## src/hdl/riscv_ex_pkg.sv

```systemverilog
/*
 * Shared types of the EX stage
 * Opcode and ALU operation encodings, request and response words
 */
`default_nettype none

package riscv_ex_pkg;

  //////////////////////////////
  // Widths
  //////////////////////////////

  // Operand and result width
  localparam int unsigned DATA_W = 32;
  // One halfword, used by the vector multiply path
  localparam int unsigned HALF_W = DATA_W / 2;

  //////////////////////////////
  // Opcodes
  //////////////////////////////

  // Request opcode as seen at the EX input
  typedef enum logic [3:0] {
    // Integer ALU class
    OP_ADD  = 4'h0,
    OP_SUB  = 4'h1,
    OP_AND  = 4'h2,
    OP_OR   = 4'h3,
    OP_XOR  = 4'h4,
    OP_SLL  = 4'h5,
    OP_SRL  = 4'h6,
    OP_SLT  = 4'h7,
    // Multiplier class
    OP_MUL  = 4'h8,
    OP_MAC  = 4'h9,
    OP_VMUL = 4'hA,
    OP_VMAC = 4'hB
  } ex_op_e;

  // Operation select of the integer ALU
  typedef enum logic [2:0] {
    ALU_ADD = 3'd0,
    ALU_SUB = 3'd1,
    ALU_AND = 3'd2,
    ALU_OR  = 3'd3,
    ALU_XOR = 3'd4,
    ALU_SLL = 3'd5,
    ALU_SRL = 3'd6,
    ALU_SLT = 3'd7
  } alu_op_e;

  //////////////////////////////
  // Handshake payloads
  //////////////////////////////

  // Request word, c is the accumulator input for MAC ops
  typedef struct packed {
    ex_op_e            op;
    logic [DATA_W-1:0] op_a;
    logic [DATA_W-1:0] op_b;
    logic [DATA_W-1:0] op_c;
    // Bit 1 picks the halfword of a, bit 0 that of b
    logic [1:0]        sel_subword;
    // Bit 1 sign-extends a, bit 0 sign-extends b
    logic [1:0]        signed_mode;
  } ex_req_t;

  // Response word, opcode echoed for tracing
  typedef struct packed {
    logic [DATA_W-1:0] result;
    ex_op_e            op;
  } ex_resp_t;

endpackage

`default_nettype wire
```

## src/hdl/riscv_ex_top.sv

```systemverilog
/*
 * EX stage top level
 * Sets the vector enable and wraps the pipeline
 */
`default_nettype none

module riscv_ex_top
#(
  // 0 turns vector opcodes into plain multiply and MAC
  parameter int unsigned VECTOR_EN = 1
)
(
  input  logic                   clk,
  input  logic                   arst_n_i,

  // Request side
  input  logic                   req_valid_i,
  input  riscv_ex_pkg::ex_req_t  req_i,
  output logic                   req_ready_o,

  // Response side
  output logic                   resp_valid_o,
  output riscv_ex_pkg::ex_resp_t resp_o,
  input  logic                   resp_ready_i
);

  riscv_ex_pipeline
  #(
    .VECTOR_EN ( VECTOR_EN )
  )
  i_riscv_ex_pipeline
  (
    .clk          ( clk          ),
    .arst_n_i     ( arst_n_i     ),
    .req_valid_i  ( req_valid_i  ),
    .req_i        ( req_i        ),
    .req_ready_o  ( req_ready_o  ),
    .resp_valid_o ( resp_valid_o ),
    .resp_o       ( resp_o       ),
    .resp_ready_i ( resp_ready_i )
  );

endmodule

`default_nettype wire

```

## src/hdl/riscv_ex_pipeline.sv

```systemverilog
/*
 * EX stage pipeline
 * Two registered stages with valid/ready on both sides, ALU and MAC between
 */
`default_nettype none

module riscv_ex_pipeline
#(
  parameter int unsigned VECTOR_EN = 1
)
(
  input  logic                   clk,
  input  logic                   arst_n_i,

  input  logic                   req_valid_i,
  input  riscv_ex_pkg::ex_req_t  req_i,
  output logic                   req_ready_o,

  output logic                   resp_valid_o,
  output riscv_ex_pkg::ex_resp_t resp_o,
  input  logic                   resp_ready_i
);

  import riscv_ex_pkg::*;

  // Stage registers and their valid bits
  logic              s0_valid;
  ex_req_t           s0_req;
  logic              s1_valid;
  ex_resp_t          s1_resp;

  // Both stages move on the same enable
  logic              advance;

  // Decoded unit controls
  alu_op_e           alu_op;
  logic              use_mult;
  logic              mac_en;
  logic              vector_mode;

  // Unit outputs and the selected response
  logic [DATA_W-1:0] alu_result;
  logic [DATA_W-1:0] mult_result;
  ex_resp_t          s0_resp;

  //////////////////////////////
  // Handshake
  //////////////////////////////

  // Stall only when stage 1 holds data the sink refuses
  assign advance     = ~s1_valid | resp_ready_i;
  assign req_ready_o = advance;

  always_ff @(posedge clk or negedge arst_n_i)
  begin
    if (!arst_n_i)
    begin
      s0_valid <= 1'b0;
      s1_valid <= 1'b0;
    end
    else if (advance)
    begin
      // A bubble in stage 0 moves on as invalid
      s0_valid <= req_valid_i;
      s1_valid <= s0_valid;
    end
  end

  // Payload registers follow the same enable
  always_ff @(posedge clk)
  begin
    if (advance)
    begin
      s0_req  <= req_i;
      s1_resp <= s0_resp;
    end
  end

  //////////////////////////////
  // Decode
  //////////////////////////////

  always_comb
  begin
    alu_op      = ALU_ADD;
    use_mult    = 1'b0;
    mac_en      = 1'b0;
    vector_mode = 1'b0;

    case (s0_req.op)
      OP_ADD:  alu_op = ALU_ADD;
      OP_SUB:  alu_op = ALU_SUB;
      OP_AND:  alu_op = ALU_AND;
      OP_OR:   alu_op = ALU_OR;
      OP_XOR:  alu_op = ALU_XOR;
      OP_SLL:  alu_op = ALU_SLL;
      OP_SRL:  alu_op = ALU_SRL;
      OP_SLT:  alu_op = ALU_SLT;
      OP_MUL:  use_mult = 1'b1;
      OP_MAC:
      begin
        use_mult = 1'b1;
        mac_en   = 1'b1;
      end
      // Vector ops fall back to plain ones without the vector path
      OP_VMUL:
      begin
        use_mult    = 1'b1;
        vector_mode = (VECTOR_EN != 0);
      end
      OP_VMAC:
      begin
        use_mult    = 1'b1;
        mac_en      = 1'b1;
        vector_mode = (VECTOR_EN != 0);
      end
      default: alu_op = ALU_ADD;
    endcase
  end

  //////////////////////////////
  // Function units
  //////////////////////////////

  riscv_alu i_alu
  (
    .operator_i  ( alu_op       ),
    .operand_a_i ( s0_req.op_a  ),
    .operand_b_i ( s0_req.op_b  ),
    .result_o    ( alu_result   )
  );

  riscv_mult i_mult
  (
    .mac_en_i      ( mac_en             ),
    .vector_mode_i ( vector_mode        ),
    .sel_subword_i ( s0_req.sel_subword ),
    .signed_mode_i ( s0_req.signed_mode ),
    .op_a_i        ( s0_req.op_a        ),
    .op_b_i        ( s0_req.op_b        ),
    .mac_i         ( s0_req.op_c        ),
    .result_o      ( mult_result        )
  );

  // Result by opcode class, opcode echoed
  assign s0_resp.result = use_mult ? mult_result : alu_result;
  assign s0_resp.op     = s0_req.op;

  // Output side straight from stage 1
  assign resp_valid_o = s1_valid;
  assign resp_o       = s1_resp;

endmodule

`default_nettype wire

```

## src/hdl/riscv_mult.sv

```systemverilog
/*
 * Multiplier and MAC
 * 32-bit multiply or multiply-accumulate, with halfword select and extension
 */
`default_nettype none

module riscv_mult
(
  input  logic                             mac_en_i,
  input  logic                             vector_mode_i,
  input  logic [1:0]                       sel_subword_i,
  input  logic [1:0]                       signed_mode_i,

  input  logic [riscv_ex_pkg::DATA_W-1:0]  op_a_i,
  input  logic [riscv_ex_pkg::DATA_W-1:0]  op_b_i,
  input  logic [riscv_ex_pkg::DATA_W-1:0]  mac_i,

  output logic [riscv_ex_pkg::DATA_W-1:0]  result_o
);

  import riscv_ex_pkg::*;

  // Operands after subword selection
  logic [HALF_W-1:0] half_a;
  logic [HALF_W-1:0] half_b;
  logic [DATA_W-1:0] mul_a;
  logic [DATA_W-1:0] mul_b;
  // Accumulator term, zero unless MAC
  logic [DATA_W-1:0] acc;

  // Halfword pick, 1 selects the upper half
  assign half_a = sel_subword_i[1] ? op_a_i[DATA_W-1:HALF_W] : op_a_i[HALF_W-1:0];
  assign half_b = sel_subword_i[0] ? op_b_i[DATA_W-1:HALF_W] : op_b_i[HALF_W-1:0];

  // Vector mode replaces each operand by its extended halfword
  always_comb
  begin
    mul_a = op_a_i;
    mul_b = op_b_i;

    if (vector_mode_i)
    begin
      // Sign bit only counts when signed mode is set
      mul_a = {{HALF_W{signed_mode_i[1] & half_a[HALF_W-1]}}, half_a};
      mul_b = {{HALF_W{signed_mode_i[0] & half_b[HALF_W-1]}}, half_b};
    end
  end

  assign acc = mac_en_i ? mac_i : '0;

  // Only the low word of the product is kept
  assign result_o = acc + mul_a * mul_b;

endmodule

`default_nettype wire

```

## src/hdl/riscv_alu.sv

```systemverilog
/*
 * Integer ALU
 * Add, sub, logic ops, shifts and signed set-less-than, purely combinational
 */
`default_nettype none

module riscv_alu
(
  input  riscv_ex_pkg::alu_op_e                operator_i,
  input  logic [riscv_ex_pkg::DATA_W-1:0]      operand_a_i,
  input  logic [riscv_ex_pkg::DATA_W-1:0]      operand_b_i,
  output logic [riscv_ex_pkg::DATA_W-1:0]      result_o
);

  import riscv_ex_pkg::*;

  // Shift amount comes from the low bits of b only
  logic [4:0]        shamt;
  // Shared adder results
  logic [DATA_W-1:0] sum;
  logic [DATA_W-1:0] diff;
  // Signed compare flag
  logic              a_lt_b;

  //////////////////////////////
  // Arithmetic
  //////////////////////////////

  assign shamt = operand_b_i[4:0];
  assign sum   = operand_a_i + operand_b_i;
  assign diff  = operand_a_i - operand_b_i;

  // Set-less-than treats both operands as two's complement
  assign a_lt_b = ($signed(operand_a_i) < $signed(operand_b_i));

  //////////////////////////////
  // Result select
  //////////////////////////////

  always_comb
  begin
    result_o = '0;

    case (operator_i)
      ALU_ADD: result_o = sum;
      ALU_SUB: result_o = diff;

      // Bitwise logic
      ALU_AND: result_o = operand_a_i & operand_b_i;
      ALU_OR:  result_o = operand_a_i | operand_b_i;
      ALU_XOR: result_o = operand_a_i ^ operand_b_i;

      // Logical shifts, zero fill
      ALU_SLL: result_o = operand_a_i << shamt;
      ALU_SRL: result_o = operand_a_i >> shamt;

      // Yields 1 or 0 in the lowest bit
      ALU_SLT: result_o = {{(DATA_W-1){1'b0}}, a_lt_b};

      default: result_o = '0;
    endcase
  end

endmodule

`default_nettype wire

```

## config.mk

```make
export PLATFORM = sky130hd
export DESIGN_NAME = riscv_ex_top
export DESIGN_NICKNAME = d
export VERILOG_FILES = /design/src/hdl/riscv_ex_pkg.sv /design/src/hdl/riscv_ex_top.sv /design/src/hdl/riscv_ex_pipeline.sv /design/src/hdl/riscv_mult.sv /design/src/hdl/riscv_alu.sv
export SDC_FILE = /design/constraint.sdc
export NUM_CORES = 2
export LEC_CHECK = 0
export ABC_AREA = 1
export BUFFER_PORTS_ARGS = -buffer_cell sky130_fd_sc_hd__buf_2
export CAP_MARGIN = 10
export CELL_PAD_IN_SITES_DETAIL_PLACEMENT = 2
export CELL_PAD_IN_SITES_GLOBAL_PLACEMENT = 2
export CORE_MARGIN = 8
export CORE_UTILIZATION = 35
export DETAILED_ROUTE_END_ITERATION = 12
export PLACE_DENSITY = 0.86
export SYNTH_ARGS = -nofsm -noshare
export SYNTH_HDL_FRONTEND = slang
export SYNTH_SLANG_ARGS = --single-unit
```

## constraint.sdc

```tcl
create_clock -name clk -period 10.1 [get_ports clk]
set_clock_uncertainty 0.1 [all_clocks]
set_input_delay 1.01 -clock clk [delete_from_list [all_inputs] [get_ports clk]]
set_output_delay 1.01 -clock clk [all_outputs]
set_load 0.01 [all_outputs]
```

# After elaboration in Yosys (flattened, before gate mapping)
# Index checks and enable logic that the tools add are counted.
dict set report totals {
  register_bits 142
  inputBits 108
  out_inout_bits 38
  elab_cells 57
}
dict set report classes {
  addsub 3
  n_mul 1
  n_lt_le_gt_ge 1
  n_eq_ne 18
  shifts 2
  muxes 11
  n_bitwise 7
  reduce_logical 4
}
# cell count
set ops {}
lappend ops {{one-hot mux 32 bit (8 select lines)} 1}
lappend ops {{2-to-1 mux 32 bit} 4}
lappend ops {{adder 32 bit} 2}
lappend ops {{bitwise AND 32 bit} 1}
lappend ops {{< comparator 32 bit} 1}
lappend ops {{multiplier 32 x 32 -> 32 bit} 1}
lappend ops {{2-to-1 mux 16 bit} 2}
lappend ops {{bitwise OR 32 bit} 1}
lappend ops {{left shift 32 x 5 -> 32 bit} 1}
lappend ops {{>> shifter 32 x 5 -> 32 bit} 1}
lappend ops {{subtractor 32 bit} 1}
lappend ops {{bitwise XOR 32 bit} 1}
lappend ops {{one-hot mux 3 bit (7 select lines)} 1}
lappend ops {{equality test 4 x 3 -> 1 bit, second input constant} 4}
lappend ops {{equality test 4 bit, second input constant} 4}
lappend ops {{equality test 3 bit, second input constant} 4}
lappend ops {{equality test 4 x 2 -> 1 bit, second input constant} 2}
lappend ops {{equality test 3 x 2 -> 1 bit, second input constant} 2}
lappend ops {{equality test 4 x 1 -> 1 bit, second input constant} 1}
lappend ops {{OR reduction 2 bit} 2}
lappend ops {{OR reduction 4 bit} 1}
lappend ops {{equality test 3 x 1 -> 1 bit, second input constant} 1}
lappend ops {{logical NOT 3 bit} 1}
lappend ops {{2-to-1 mux 1 bit} 3}
lappend ops {{3 further kinds} 4}

# Depth between registers and ports, before layout
dict set report logic_depth {
  word_depth 7
  ltp_mapped 42
}

# By module
# From an unflattened synthesis, not the netlist that was laid out.
dict set report hier_totals {
  hier_cells 4423
  area_unflattened_um2 31637.8
}
# module instances cells_per_inst area_each_um2
set modules_own_cells {}
lappend modules_own_cells {riscv_mult 1 2287 17461.7}
lappend modules_own_cells {riscv_alu 1 1872 9351.5}
lappend modules_own_cells {riscv_ex_pipeline 1 264 4824.6}

# Least setup slack after synthesis
# OpenSTA, ideal clock, no wires.
dict set report synth_path {
  kind {reg-to-reg}
  start {register i_riscv_ex_pipeline.s0_req[102] in the netlist's numbering}
  end {register i_riscv_ex_pipeline.s1_resp, in the netlist i_riscv_ex_pipeline.resp_o[35] (data pin)}
  setup_ns 0.254
  t_arrival_ns 7.636
  required_time_ns 9.746
  setup_slack_ns 2.110
  stages_incl_launch_ff 39
  synth_period_minus_slack_ns 7.990
  cell_sequence {edfxtp_1 inv_2 nand3_2 buf_12 nor2_8 buf_8 nand2_1 o21ai_0 clkbuf_1 clkbuf_1 nor2_1 fa_1 fa_1 fa_1 inv_1 fa_1 inv_1 fa_1 [3 not listed] fa_1 inv_1 fa_1 inv_1 ha_1 a21oi_1 a21boi_0 o21ai_0 a21oi_1 o21ai_0 nand2_1 nand2_1 nand2_1 nand2_1 a21oi_1 nand3_1 nand3_1 nand2_1}
}
# element line_no
set synth_rtl {}
lappend synth_rtl {{start, declared} riscv_ex_pipeline.sv:28} ;# ex_req_t s0_req;
lappend synth_rtl {{start signal, assigned} riscv_ex_pipeline.sv:74} ;# s0_req <= req_i;
lappend synth_rtl {{end signal, assigned} riscv_ex_pipeline.sv:75} ;# s1_resp <= s0_resp;
lappend synth_rtl {{end, declared} riscv_ex_pipeline.sv:30} ;# ex_resp_t s1_resp;

==> impl_metrics.csv <==
group,metric,value,unit
clock_network,cts_num_sinks,142,
logic_synthesis,synth_area_leaders,"fa_1, edfxtp_1, nand2_1, inv_1, ha_1",
clock_network,cts.htree.levels,4,
logic_synthesis,synth-main-ff-cell,"edfxtp_1",
floorplan,fp.dieW,310,um
logic_synthesis,synthArstFlopShare,0.0141,
placed_design,gp_congestion,0.994,
sta,max-slew-margin-rel,0.0960,
logic_synthesis,yosysWarnings,0,
logic_synthesis,synth_top_area_cell,"fa_1",
clock_network,cts_inserted_buffers,17,
placed_design,dpl.hpwl,134,mm
setup_path,reg2reg_to,"i_riscv_ex_pipeline.resp_o[35]",
cells_and_area,final_common_cell,"nand2_1",
logic_synthesis,synth_cell_types,66,
logic_synthesis,synth_seq_area_share,0.141,
setup_path,crit_path_end_kind,"flop",
global_route,overflow,0,
floorplan,start_util,0.351,
job,maxCapViolations,0,
floorplan,die_h,310,um
setup_path,r2r_cells,36,
clock_network,cts_tree,"built",
setup_path,path_class,"flop to flop",
drt,drcViolationCount,0,
drt,drt_wl_total,161,mm
setup_path,max_stage_delay,0.57,ns
setup_path,reg2reg_from,"i_riscv_ex_pipeline.s0_req[102]",
sta,setup_viol,0,
drt,ant_nets,0,
setup_path,cp_data_arrival_time,9.88,ns
sta,min_period_over_period,0.960,
logic_synthesis,netlist_instances,4094,
setup_path,cp.required,10.29,ns
sta,worst_slew_pin_slew,1.32,ns
cells_and_area,drive_above_1_share,0.0802,
logic_synthesis,yosysTopAreaCellShare,0.291,
drt,drt_first_pass_iters,5,
min_path,min_path_type,"input pin to async pin",
cells_and_area,layout.nets,4931,
global_route,grt_use_total,0.334,
drt,avgViaCountPerCell,5.73,
run_status,status,"finished, final reports clean",
floorplan,die_area,96100,um^2
floorplan,coreArea,86200,um^2
floorplan,io-pin-count,146,
setup_path,cp_slowest_cell,"o21ai_2",
global_route,grt_pass1_wl,232,mm
cells_and_area,fin_util,0.381,
logic_synthesis,syn-mean-instance-area,7.39,um^2
clock_network,clock_latency,0.54,ns
clock_network,clock_path_buffers,2,
drt,drt_iter0_drc,3084,
setup_path,crit_path_max_fanout,16,
setup_path,r2r_slack,0.40,ns
clock_network,clk_pin_slew_worst_paths,0.08,ns
sta,clock.fmax,103,MHz
logic_synthesis,synth_edf_count,140,
sta,timing.hold.ws,0.159,ns
floorplan,rows,108,
logic_synthesis,synth_nets,4863,
drt,vias,30532,
cells_and_area,synthToLayoutAreaGrowth,8.57,%
sta,grt_setup_unrepaired,"false",
logic_synthesis,ys_ff_latch,142,
sta,tns,0,ns
clock_network,cts-root-buf,"clkbuf_16",
setup_path,worst_path_most_repeated_cell,"fa_1",
sta,hold_violations,0,
setup_path,worst_setup_path_start_kind,"flop",
global_route,grt_max_degree,69,
logic_synthesis,syn_area,30300,um^2
global_route,grt_pass1_vias,33469,
sta,slew_violations,0,
sta,period_minus_slack,9.70,ns
cells_and_area,final_cell_mix,"nand2_1, inv_1, nor2_1, fa_1, o21ai_0",
placed_design,port_buffers,145,
drt,wl_per_cell,30.2,um
clock_network,cts_hold_buf,0,
global_route,antenna_found_initial,4,
critical path: cells and delay by family (launching register included):
kind / cells / cell delay [ns]
AOI/OAI and AO/OA: 7 / 1.75
adders and majority gates: 9 / 4.47
DFF: 1 / 0.51
and+or+nand+nor: 10 / 1.22
buffers and inverters: 10 / 1.38
cell families (layout without fill, tap and decap cells):
group,count (synthesis),in the layout,synth area share
other,0,1,0
AO/OA/AOI/OAI,622,622,0.118
buffers and inverters,970,1051,0.124
XOR/XNOR,39,39,0.0113
AND/OR/NAND/NOR,1650,1650,0.221
flip-flops,142,142,0.141
adder cells (fa/ha/maj),661,661,0.382
multiplexers,10,10,0.00331
per-layer routing:
metal | GRT usage | wire length [um]
met3 | 0.0658 | 14000
met4 | 0.162 | 8990
met2 | 0.526 | 71800
met5 | 0 | 13
met1 | 0.439 | 66200
flip-flops by register name, indices dropped and copies added, names as in the netlist:
signal	cells
i_riscv_ex_pipeline.s0_req	104
i_riscv_ex_pipeline.s0_valid	1
i_riscv_ex_pipeline.resp_valid_o	1
i_riscv_ex_pipeline.resp_o	36
cell usage after synthesis, drive strengths merged, types with 3 or more instances:
cell / n
a2111oi: 5
inv: 802
edfxtp: 140
o21ai: 280
or2: 17
nand3: 120
o21bai: 15
a221oi: 13
and2: 3
a311oi: 3
buf: 34
nor4: 8
o22ai: 15
nand4: 21
a21o: 6
o211ai: 25
mux2i: 10
fa: 440
nor3: 23
a21oi: 195
nand3b: 5
o2111ai: 9
o21a: 9
a211oi: 14
ha: 221
a31oi: 11
xor2: 27
o221ai: 8
clkinv: 11
nand2: 929
xnor2: 12
nor2: 520
a22oi: 3
clkbuf: 123
per-stage QoR:
step                      area, um^2  worst slack (ns)  instances
final                          32900             0.404       5331
after global routing           32900            0.0252       5330
after CTS                      32800             0.429       5327
after detailed placement       32200             0.434       5295
after global placement         32200              1.19       5295
after floorplan                30300              2.11       4094
final cells by class:
class                           instances  area, um^2
Multi-Input combinational cell       2982       22300
Sequential cell                       142        4250
Fill cell                           10323       53400
Clock inverter                         15         194
Inverter                              813        3060
Clock buffer                           17         425
Antenna cell                            1        2.50
Tap cell                             1155        1450
Timing Repair Buffer                  206        1180
worst max-delay path by stage:
| stage | startpoint | endpoint | slack (ns) | depth (start not counted) |
|---|---|---|---|---|
| 2_1_floorplan | i_riscv_ex_pipeline.s0_req[102] | i_riscv_ex_pipeline.resp_o[35] | 2.11 | 38 |
| 3_3_place_gp | i_riscv_ex_pipeline.s0_req[83] | i_riscv_ex_pipeline.resp_o[35] | 1.19 | 36 |
| 3_5_place_dp | i_riscv_ex_pipeline.s0_req[83] | i_riscv_ex_pipeline.resp_o[35] | 0.43 | 36 |
| 4_1_cts | i_riscv_ex_pipeline.s0_req[83] | i_riscv_ex_pipeline.resp_o[35] | 0.43 | 36 |
| 5_1_grt | i_riscv_ex_pipeline.s0_req[102] | i_riscv_ex_pipeline.resp_o[35] | 0.03 | 36 |
| 6_report | i_riscv_ex_pipeline.s0_req[102] | i_riscv_ex_pipeline.resp_o[35] | 0.40 | 36 |
repair_timing:
| item | CTS | global route |
|---|---|---|
| resized for setup | 0 | 2 |
| setup endpoints to repair | 0 | 1 |
| buffers inserted | 0 | 3 |
Power is not shown: default switching activity piles up to over one toggle a cycle in this logic, so the estimate is an artifact.
